==> src/source/dtu_width_pkg.sv <==
// data widths of the debug transport bridge
// vector types for register data, pc and debug instructions
// read-select flag type

package dtu_width_pkg;

  // ====================
  // widths
  // ====================
  // register data width
  parameter int XLEN = 64;
  // physical pc width
  parameter int PA_WIDTH = 40;
  // debug instruction width
  parameter int INST_WIDTH = 32;

  // ====================
  // vector types
  // ====================
  // abstract register data
  typedef logic [XLEN-1:0] xlen_t;
  // latest retired pc from the core
  typedef logic [PA_WIDTH-1:0] pa_t;
  // instruction injected by the dm
  typedef logic [INST_WIDTH-1:0] inst_t;
  // write flag, picks the read source
  typedef logic [1:0] reg_sel_t;

endpackage

==> src/source/dtu_ctrl_pkg.sv <==
// control encodings of the debug transport bridge
// have-reset fsm states
// read-select codes for the abstract register path

package dtu_ctrl_pkg;

  // have-reset fsm
  // idle and pulse are the two cycles right after reset release
  typedef enum logic [1:0] {
    IDLE       = 2'b00,
    PULSE      = 2'b01,
    HAVE_RESET = 2'b10,
    PENDING    = 2'b11
  } havereset_state_e;

  // read source codes, carried on the write flag
  // dscratch0
  parameter dtu_width_pkg::reg_sel_t SEL_DSCRATCH0 = 2'd0;
  // constant zero
  parameter dtu_width_pkg::reg_sel_t SEL_ZERO      = 2'd1;
  // latest pc, zero extended
  parameter dtu_width_pkg::reg_sel_t SEL_PC        = 2'd2;
  // satp csr
  parameter dtu_width_pkg::reg_sel_t SEL_SATP      = 2'd3;

endpackage

==> src/source/dtu_lvl_sync.sv <==
// multi-stage level synchronizer
// one shift chain per level bit, all flops reset low

`timescale 1ns/1ps

module dtu_lvl_sync #(
  parameter int WIDTH  = 3,
  parameter int STAGES = 2
) (
  input  logic             dtu_cdc_clk,
  input  logic             cpurst_b,
  input  logic [WIDTH-1:0] src_lvl,
  output logic [WIDTH-1:0] dst_lvl
);

  // stage 0 samples the dm levels
  logic [STAGES-1:0][WIDTH-1:0] sync_q;

  always_ff @(posedge dtu_cdc_clk or negedge cpurst_b)
  begin
    if (!cpurst_b)
    begin
      sync_q <= '0;
    end
    else
    begin
      sync_q[0] <= src_lvl;
      // shift down the chain
      for (int i = 1; i < STAGES; i++)
      begin
        sync_q[i] <= sync_q[i-1];
      end
    end
  end

  // last stage is the synchronized level
  assign dst_lvl = sync_q[STAGES-1];

endmodule

==> src/source/dtu_halt_ctrl.sv <==
// async halt wakeup and halt pulse generation
// resume pulse register toward the core
// core debug status registered back to the dm

`timescale 1ns/1ps

module dtu_halt_ctrl (
  input  logic dtu_cdc_clk,
  input  logic cpurst_b,
  input  logic async_lvl,
  input  logic dm_resume_req,
  input  logic rtu_dbgon,
  input  logic rtu_retire_vld,
  input  logic rtu_retire_debug_expt_vld,
  output logic async_halt_req_wakeup,
  output logic dtu_rtu_async_halt_req,
  output logic dtu_rtu_resume_req,
  output logic dtu_tdt_dm_halted,
  output logic dtu_tdt_dm_itr_done,
  output logic dtu_tdt_dm_retire_debug_expt_vld
);

  // delayed copies of the synced async level
  logic async_lvl_f;
  logic async_lvl_ff;

  // ====================
  // async halt edge
  // ====================
  always_ff @(posedge dtu_cdc_clk or negedge cpurst_b)
  begin
    if (!cpurst_b)
    begin
      async_lvl_f  <= 1'b0;
      async_lvl_ff <= 1'b0;
    end
    else
    begin
      async_lvl_f  <= async_lvl;
      async_lvl_ff <= async_lvl_f;
    end
  end

  // wakeup first, halt one cycle behind
  assign async_halt_req_wakeup  = async_lvl & ~async_lvl_f;
  assign dtu_rtu_async_halt_req = async_lvl_f & ~async_lvl_ff;

  // ====================
  // resume and status
  // ====================
  always_ff @(posedge dtu_cdc_clk or negedge cpurst_b)
  begin
    if (!cpurst_b)
    begin
      dtu_rtu_resume_req               <= 1'b0;
      dtu_tdt_dm_halted                <= 1'b0;
      dtu_tdt_dm_itr_done              <= 1'b0;
      dtu_tdt_dm_retire_debug_expt_vld <= 1'b0;
    end
    else
    begin
      dtu_rtu_resume_req               <= dm_resume_req;
      dtu_tdt_dm_halted                <= rtu_dbgon;
      // only retires in debug mode finish an injected instruction
      dtu_tdt_dm_itr_done              <= rtu_retire_vld & rtu_dbgon;
      dtu_tdt_dm_retire_debug_expt_vld <= rtu_retire_debug_expt_vld;
    end
  end

endmodule

==> src/source/dtu_havereset_fsm.sv <==
// have-reset state machine
// reports have-reset to the dm until it is acknowledged

`timescale 1ns/1ps

module dtu_havereset_fsm (
  input  logic dtu_cdc_clk,
  input  logic cpurst_b,
  input  logic dm_ack_havereset,
  output logic dtu_tdt_dm_havereset
);

  dtu_ctrl_pkg::havereset_state_e cur_state;
  dtu_ctrl_pkg::havereset_state_e next_state;

  // state register
  always_ff @(posedge dtu_cdc_clk or negedge cpurst_b)
  begin
    if (!cpurst_b)
    begin
      cur_state <= dtu_ctrl_pkg::IDLE;
    end
    else
    begin
      cur_state <= next_state;
    end
  end

  // next state
  // walks idle, pulse, have_reset after release, then waits for the ack
  always_comb
  begin
    case (cur_state)
      dtu_ctrl_pkg::IDLE:       next_state = dtu_ctrl_pkg::PULSE;
      dtu_ctrl_pkg::PULSE:      next_state = dtu_ctrl_pkg::HAVE_RESET;
      dtu_ctrl_pkg::HAVE_RESET:
      begin
        if (dm_ack_havereset)
          next_state = dtu_ctrl_pkg::PENDING;
        else
          next_state = dtu_ctrl_pkg::HAVE_RESET;
      end
      // sticks until the next reset
      dtu_ctrl_pkg::PENDING:    next_state = dtu_ctrl_pkg::PENDING;
      default:                  next_state = dtu_ctrl_pkg::IDLE;
    endcase
  end

  // output level, one cycle behind the state
  always_ff @(posedge dtu_cdc_clk or negedge cpurst_b)
  begin
    if (!cpurst_b)
      dtu_tdt_dm_havereset <= 1'b0;
    else
      dtu_tdt_dm_havereset <= (cur_state == dtu_ctrl_pkg::HAVE_RESET);
  end

endmodule

==> src/source/dtu_itr_buf.sv <==
// debug instruction register
// valid pulse toward the ifu, one cycle after the dm pulse

`timescale 1ns/1ps

module dtu_itr_buf (
  input  logic                 dtu_cdc_clk,
  input  logic                 cpurst_b,
  input  logic                 dm_itr_vld,
  input  dtu_width_pkg::inst_t dm_itr,
  output dtu_width_pkg::inst_t dtu_ifu_debug_inst,
  output logic                 dtu_ifu_debug_inst_vld
);

  // instruction held until the next dm write
  always_ff @(posedge dtu_cdc_clk or negedge cpurst_b)
  begin
    if (!cpurst_b)
      dtu_ifu_debug_inst <= '0;
    else if (dm_itr_vld)
      dtu_ifu_debug_inst <= dm_itr;
  end

  // delayed valid
  // lines up with the loaded instruction
  always_ff @(posedge dtu_cdc_clk or negedge cpurst_b)
  begin
    if (!cpurst_b)
      dtu_ifu_debug_inst_vld <= 1'b0;
    else
      dtu_ifu_debug_inst_vld <= dm_itr_vld;
  end

endmodule

==> src/source/dtu_abs_reg_read.sv <==
// abstract register access path
// stage 1 captures the dm write flag and data
// stage 2 registers the read source picked by the flag
// stage 3 loads the response data with the ready pulse

`timescale 1ns/1ps

module dtu_abs_reg_read (
  input  logic                    dtu_cdc_clk,
  input  logic                    cpurst_b,
  input  logic                    dm_wr_vld,
  input  dtu_width_pkg::reg_sel_t dm_wr_flg,
  input  dtu_width_pkg::xlen_t    dm_wdata,
  input  dtu_width_pkg::xlen_t    dscratch0,
  input  dtu_width_pkg::xlen_t    cp0_satp,
  input  dtu_width_pkg::pa_t      latest_pc,
  output logic                    tdt_dm_wr_vld,
  output logic                    dtu_tdt_dm_wr_ready,
  output dtu_width_pkg::reg_sel_t tdt_dm_wr_flg,
  output dtu_width_pkg::xlen_t    tdt_dm_wdata,
  output dtu_width_pkg::xlen_t    dtu_tdt_dm_rx_data
);

  // stage 2 valid and data
  logic                 rd_vld_q;
  dtu_width_pkg::xlen_t rdata_q;
  // mux out
  dtu_width_pkg::xlen_t rdata_sel;

  // ====================
  // stage 1 capture
  // ====================
  always_ff @(posedge dtu_cdc_clk or negedge cpurst_b)
  begin
    if (!cpurst_b)
    begin
      tdt_dm_wr_vld <= 1'b0;
      tdt_dm_wr_flg <= '0;
      tdt_dm_wdata  <= '0;
    end
    else
    begin
      tdt_dm_wr_vld <= dm_wr_vld;
      if (dm_wr_vld)
      begin
        tdt_dm_wr_flg <= dm_wr_flg;
        tdt_dm_wdata  <= dm_wdata;
      end
    end
  end

  // read source by captured flag
  always_comb
  begin
    case (tdt_dm_wr_flg)
      dtu_ctrl_pkg::SEL_DSCRATCH0: rdata_sel = dscratch0;
      dtu_ctrl_pkg::SEL_ZERO:      rdata_sel = '0;
      dtu_ctrl_pkg::SEL_PC:
        rdata_sel = {{(dtu_width_pkg::XLEN - dtu_width_pkg::PA_WIDTH){1'b0}}, latest_pc};
      dtu_ctrl_pkg::SEL_SATP:      rdata_sel = cp0_satp;
      default:                     rdata_sel = '0;
    endcase
  end

  // ====================
  // stage 2 and 3
  // ====================
  always_ff @(posedge dtu_cdc_clk or negedge cpurst_b)
  begin
    if (!cpurst_b)
    begin
      rd_vld_q            <= 1'b0;
      rdata_q             <= '0;
      dtu_tdt_dm_wr_ready <= 1'b0;
      dtu_tdt_dm_rx_data  <= '0;
    end
    else
    begin
      rd_vld_q            <= tdt_dm_wr_vld;
      // no back-pressure, each stage just moves on
      dtu_tdt_dm_wr_ready <= rd_vld_q;
      if (tdt_dm_wr_vld)
        rdata_q <= rdata_sel;
      if (rd_vld_q)
        dtu_tdt_dm_rx_data <= rdata_q;
    end
  end

endmodule

==> src/source/dtu_cdc_top.sv <==
// top level of the core-side debug transport bridge
// dm level sync, halt control, have-reset fsm
// debug instruction buffer, abstract register read path

`timescale 1ns/1ps

module dtu_cdc_top #(
  parameter int STAGES = 2
) (
  input  logic                    dtu_cdc_clk,
  input  logic                    cpurst_b,
  input  logic                    dm_halt_req,
  input  logic                    dm_async_halt_req,
  input  logic                    dm_halt_on_reset,
  input  logic                    dm_resume_req,
  input  logic                    dm_ack_havereset,
  input  logic                    dm_itr_vld,
  input  logic                    dm_wr_vld,
  input  dtu_width_pkg::inst_t    dm_itr,
  input  dtu_width_pkg::reg_sel_t dm_wr_flg,
  input  dtu_width_pkg::xlen_t    dm_wdata,
  input  logic                    rtu_dbgon,
  input  logic                    rtu_retire_vld,
  input  logic                    rtu_retire_debug_expt_vld,
  input  dtu_width_pkg::xlen_t    dscratch0,
  input  dtu_width_pkg::xlen_t    cp0_satp,
  input  dtu_width_pkg::pa_t      latest_pc,
  output logic                    dtu_rtu_sync_halt_req,
  output logic                    dtu_rtu_async_halt_req,
  output logic                    async_halt_req_wakeup,
  output logic                    dtu_rtu_resume_req,
  output logic                    dtu_ifu_halt_on_reset,
  output logic                    dtu_ifu_debug_inst_vld,
  output logic                    tdt_dm_wr_vld,
  output logic                    dtu_tdt_dm_wr_ready,
  output logic                    dtu_tdt_dm_halted,
  output logic                    dtu_tdt_dm_itr_done,
  output logic                    dtu_tdt_dm_retire_debug_expt_vld,
  output logic                    dtu_tdt_dm_havereset,
  output dtu_width_pkg::inst_t    dtu_ifu_debug_inst,
  output dtu_width_pkg::reg_sel_t tdt_dm_wr_flg,
  output dtu_width_pkg::xlen_t    tdt_dm_wdata,
  output dtu_width_pkg::xlen_t    dtu_tdt_dm_rx_data
);

  // sync halt, async halt, halt-on-reset
  localparam int WIDTH = 3;

  logic [WIDTH-1:0] dm_lvl;
  logic [WIDTH-1:0] sync_lvl;

  // ====================
  // dm request levels
  // ====================
  assign dm_lvl = {dm_halt_on_reset, dm_async_halt_req, dm_halt_req};

  dtu_lvl_sync #(
    .WIDTH  (WIDTH),
    .STAGES (STAGES)
  ) x_lvl_sync (
    .dtu_cdc_clk (dtu_cdc_clk),
    .cpurst_b    (cpurst_b),
    .src_lvl     (dm_lvl),
    .dst_lvl     (sync_lvl)
  );

  // levels go straight to the core
  assign dtu_rtu_sync_halt_req = sync_lvl[0];
  assign dtu_ifu_halt_on_reset = sync_lvl[2];

  // async halt pulses, resume and status
  dtu_halt_ctrl x_halt_ctrl (
    .dtu_cdc_clk                      (dtu_cdc_clk),
    .cpurst_b                         (cpurst_b),
    .async_lvl                        (sync_lvl[1]),
    .dm_resume_req                    (dm_resume_req),
    .rtu_dbgon                        (rtu_dbgon),
    .rtu_retire_vld                   (rtu_retire_vld),
    .rtu_retire_debug_expt_vld        (rtu_retire_debug_expt_vld),
    .async_halt_req_wakeup            (async_halt_req_wakeup),
    .dtu_rtu_async_halt_req           (dtu_rtu_async_halt_req),
    .dtu_rtu_resume_req               (dtu_rtu_resume_req),
    .dtu_tdt_dm_halted                (dtu_tdt_dm_halted),
    .dtu_tdt_dm_itr_done              (dtu_tdt_dm_itr_done),
    .dtu_tdt_dm_retire_debug_expt_vld (dtu_tdt_dm_retire_debug_expt_vld)
  );

  // ====================
  // reset status
  // ====================
  dtu_havereset_fsm x_havereset_fsm (
    .dtu_cdc_clk          (dtu_cdc_clk),
    .cpurst_b             (cpurst_b),
    .dm_ack_havereset     (dm_ack_havereset),
    .dtu_tdt_dm_havereset (dtu_tdt_dm_havereset)
  );

  // ====================
  // debug data paths
  // ====================
  dtu_itr_buf x_itr_buf (
    .dtu_cdc_clk            (dtu_cdc_clk),
    .cpurst_b               (cpurst_b),
    .dm_itr_vld             (dm_itr_vld),
    .dm_itr                 (dm_itr),
    .dtu_ifu_debug_inst     (dtu_ifu_debug_inst),
    .dtu_ifu_debug_inst_vld (dtu_ifu_debug_inst_vld)
  );

  dtu_abs_reg_read x_abs_reg_read (
    .dtu_cdc_clk         (dtu_cdc_clk),
    .cpurst_b            (cpurst_b),
    .dm_wr_vld           (dm_wr_vld),
    .dm_wr_flg           (dm_wr_flg),
    .dm_wdata            (dm_wdata),
    .dscratch0           (dscratch0),
    .cp0_satp            (cp0_satp),
    .latest_pc           (latest_pc),
    .tdt_dm_wr_vld       (tdt_dm_wr_vld),
    .dtu_tdt_dm_wr_ready (dtu_tdt_dm_wr_ready),
    .tdt_dm_wr_flg       (tdt_dm_wr_flg),
    .tdt_dm_wdata        (tdt_dm_wdata),
    .dtu_tdt_dm_rx_data  (dtu_tdt_dm_rx_data)
  );

endmodule

==> config.mk <==
export PLATFORM = sky130hd
export DESIGN_NAME = dtu_cdc_top
export DESIGN_NICKNAME = d
export VERILOG_FILES = /design/src/source/dtu_width_pkg.sv /design/src/source/dtu_ctrl_pkg.sv /design/src/source/dtu_lvl_sync.sv /design/src/source/dtu_halt_ctrl.sv /design/src/source/dtu_havereset_fsm.sv /design/src/source/dtu_itr_buf.sv /design/src/source/dtu_abs_reg_read.sv /design/src/source/dtu_cdc_top.sv
export SDC_FILE = /design/constraint.sdc
export NUM_CORES = 1
export LEC_CHECK = 0
export ABC_AREA = 1
export BUFFER_PORTS_ARGS = -buffer_cell sky130_fd_sc_hd__buf_2
export CORE_AREA = 2 2 173 175
export CTS_CLUSTER_SIZE = 25
export DETAILED_ROUTE_END_ITERATION = 16
export DIE_AREA = 0 0 175 177
export PLACE_DENSITY = 0.62
export SLEW_MARGIN = 10
export SYNTH_ARGS = -nofsm -noshare
export SYNTH_HDL_FRONTEND = slang
export SYNTH_HIERARCHICAL = 1
export SYNTH_SLANG_ARGS = --single-unit
==> constraint.sdc <==
create_clock -name dtu_cdc_clk -period 1.3 [get_ports dtu_cdc_clk]
set_input_delay 0 -clock dtu_cdc_clk [delete_from_list [all_inputs] [get_ports dtu_cdc_clk]]
set_output_delay 0 -clock dtu_cdc_clk [all_outputs]
set_load 0.05 [all_outputs]
==> summary.txt <==
Hold path
  • Worst Hold Class: primary input to register
  • Hold path start: dm_halt_req
  • Hold EP: x_lvl_sync/sync_q[0]
  • Worst hold stages: 2

STA
  • Clock Skew: 0.0161 ns
  • Worst slew pin tran: 0.418 ns
  • Slew margin rel.: 72.1%
  • Hold Slack: 0.102 ns
  • Final Cycle Share: 108%
  • Unrepaired setup endpoints after global routing: yes
  • Sum Neg Setup Slack: -2.46 ns
  • Highest clock rate: 0.712 GHz
  • Final Worst Setup Slack: -0.104 ns
  • Final Hold Viols: 0
  • Final setup vio count: 61
  • Fin crit period: 1.40 ns
  • Final Slew Violations: 0

Setup path
  • CP Cell Sequence: buf_6, nor2_4, buf_12, nand2_1, nand2_1, nand2_1, nand2_1
  • CP Capture Type: register
  • FF-to-FF End: x_abs_reg_read/rdata_q[44]
  • CP Data Arrival Time: 1.86 ns
  • Largest stage delay, worst path: 0.45 ns
  • Worst r2r src: x_abs_reg_read/tdt_dm_wr_flg[1]
  • CP Max Fanout: 35
  • Reg-to-reg setup timing slack: -0.10 ns
  • CP max-delay cell: dfrtp_2
  • CP required: 1.76 ns
  • Worst Setup Start Kind: register
  • Reg2reg path depth: 7
  • CP most frequent cell: nand2_1
  • Critical path's top delay family: simple AND/OR/NAND/NOR gates
  • Crit path kind: register to register
  • WP buf/inv: 2

Clock tree
  • H-tree lvl count: 1
  • Cts bufs inserted: 27
  • Clock sinks: 245
  • Clock edge transition at the registers on the reported setup and hold paths: 0.06 ns
  • Clock Root Buffer: clkbuf_16
  • Max clock buf depth: 3
  • Clock latency at the later pin of the worst-skew pair: 0.54 ns
  • CTS tree: done

Placed design
  • Area after DPL: 13100 µm²
  • Placer Congestion: 0.837
  • DP HPWL: 21.0 mm
  • Placed cells: 1825
  • Port bufs: 451
  • Setup WS pre-CTS: 0.0296 ns

Route
  • Via density per instance: 4.84
  • Pre-antenna DRT Iters: 7
  • WL/cell: 17.2 µm
  • Detail Route Antenna Nets: 0
  • Total length of routed wires: 37.5 mm
  • DR vias: 10600
  • Initial detailed-routing violation count: 879
  • Drt drc: 0

Logic synthesis
  • YS warnings: 6
  • Post-Syn Area: 10300 µm²
  • Area leader, netlist: dfrtp_1
  • Synth area leaders: dfrtp_1, mux2_2, nand2_1
  • Syn Inst Count: 1017
  • Syn_nets: 1295
  • Library cells used by synthesis: 21
  • FF+latch count, synth: 245
  • Synthesized area per cell: 10.1 µm²
  • Yosys top cell area share: 59.6%
  • Post-synthesis sequential area ratio: 59.6%

Outcome
  • Violated checks: setup timing
  • Status: complete, but fails checks

Power
  • Tot Pwr: 23.4 mW
  • Leakage: 8.80 nW
  • Peak supply drop: 1.34 mV
  • Power Dens Cells: 1360 nW/µm²

Layout
  • Sequential Area: 6140 µm²
  • Fraction of layout cells with a size suffix above 1: 39.3%
  • Multi-input gate area: 3790 µm²
  • Area delta synth->final: 67.8%
  • Design area: 17300 µm²
  • Diodes inserted: 0
  • Final net count: 2055
  • Util after Layout: 59.1%
  • Fillers: 2265
  • Non-Filler Instances: 2186

Floorplan
  • # IOs: 452
  • Initial core utilization: 35.2%
  • Row count: 63
  • Core Region: 29200 µm²
  • Die ar.: 31000 µm²
  • Die height: 177 µm
  • Die width: 175 µm

GRT
  • Vias in the first global route: 11500
  • Grt ovf: 0
  • Gr usage total: 23.8%
  • Initial antenna violation count: 1
  • First-pass GRT wire length: 59.1 mm
  • Largest net degree at the start of global routing: 50

Run
  • MaxCap Viol Count: 0
[report_power, final]
part           internal [mW]  switching [mW]  total, mW
logic                   2.40            4.37       6.78
registers               8.56           0.505       9.07
clock network           4.49            3.08       7.57
total                   15.5            7.96       23.4
[logic make-up (layout without fill, tap and decap cells)]
logic type | after synthesis | count (layout) | share of synthesized area (%)
buffers and inverters | 72 | 851 | 4.07
DFF | 245 | 245 | 59.6
muxes | 129 | 129 | 14.1
AOI/OAI and AO/OA | 2 | 2 | 0.0972
and+or+nand+nor | 569 | 569 | 22.1
[synth_stat cells (all sizes together)]
master  instances
buf            55
clkbuf          9
dfrtp         245
inv             8
mux2          129
nand2         364
nand3          80
nor2          124
o21ai           2
or2             1
[repair_timing]
item	CTS	global route
gates cloned	3	0
endpoints found under the hold margin	417	0
pin swaps	2	0
endpoints found under the setup margin	5	84
resized for setup	19	26
setup buffers	9	1
hold buffers	300	0
[flip-flops by register name (all words and copies together), names as in the netlist, 2 cells and up]
register and flops:
x_abs_reg_read/dtu_tdt_dm_rx_data 64, x_abs_reg_read/rdata_q 64, x_abs_reg_read/tdt_dm_wdata 64, x_abs_reg_read/tdt_dm_wr_flg 2, x_havereset_fsm/cur_state 2, x_itr_buf/dtu_ifu_debug_inst 32, x_lvl_sync/dst_lvl 3, x_lvl_sync/sync_q 3
[layout by cell type (no fill, tap or decap)]
cell type      Yosys  routed
buf_8              0       1
dfrtp_2            0       3
inv_2              1       1
clkbuf_4           0       1
clkbuf_8           3       5
buf_12             1      18
bufinv_16          0       2
nor2_4             1       1
or2_4              1       1
buf_4              8      22
inv_1              6       5
buf_2             34     444
dfrtp_1          245     241
nand3_2            0       3
inv_8              1       1
buf_16             0       1
clkbuf_16          0      27
nand2_1          353     349
clkbuf_1           6       4
bufbuf_16          0       2
nor2_2             1      11
clkinv_4           0       1
o21ai_1            1       1
nor2_1           122     112
nand3_1           80      77
inv_4              0       1
nand2_2           11      15
dlygate4sd3_1      0     300
mux2_2           129     129
buf_6              3       6
inv_6              0       2
o21ai_0            1       1
clkinv_2           0       7
dfrtp_4            0       1
[metal layers]
| layer | track usage [%] | wire length, µm |
|---|---|---|
| met5 | 0 | 13 |
| met4 | 13.8 | 2480 |
| met3 | 5.88 | 3020 |
| met2 | 40.7 | 18300 |
| met1 | 27.3 | 13700 |
[final cells by class]
cell class / count / area share (%)
flip-flops and latches: 245 / 35.5
multi-input cells: 700 / 22.0
clock buffers: 36 / 4.40
well taps: 390 / 2.83
repair buffers: 795 / 34.4
clock inverters: 12 / 0.703
inverters: 8 / 0.232
[worst max path at each step]
stage	slack, ns	to	start	cells past startpoint
2_1_floorplan	0.007	x_abs_reg_read/rdata_q[24]	x_abs_reg_read/tdt_dm_wr_flg[0]	7
3_3_place_gp	0.08	x_abs_reg_read/rdata_q[48]	x_abs_reg_read/tdt_dm_wr_flg[0]	6
3_5_place_dp	0.03	x_abs_reg_read/rdata_q[42]	x_abs_reg_read/tdt_dm_wr_flg[0]	6
4_1_cts	-0.07	tdt_dm_wr_vld	x_abs_reg_read/tdt_dm_wr_vld	2
5_1_grt	-0.19	x_abs_reg_read/rdata_q[47]	x_abs_reg_read/tdt_dm_wr_flg[1]	7
6_report	-0.10	x_abs_reg_read/rdata_q[44]	x_abs_reg_read/tdt_dm_wr_flg[1]	7
No activity file was read; power rests on OpenSTA's default activity.
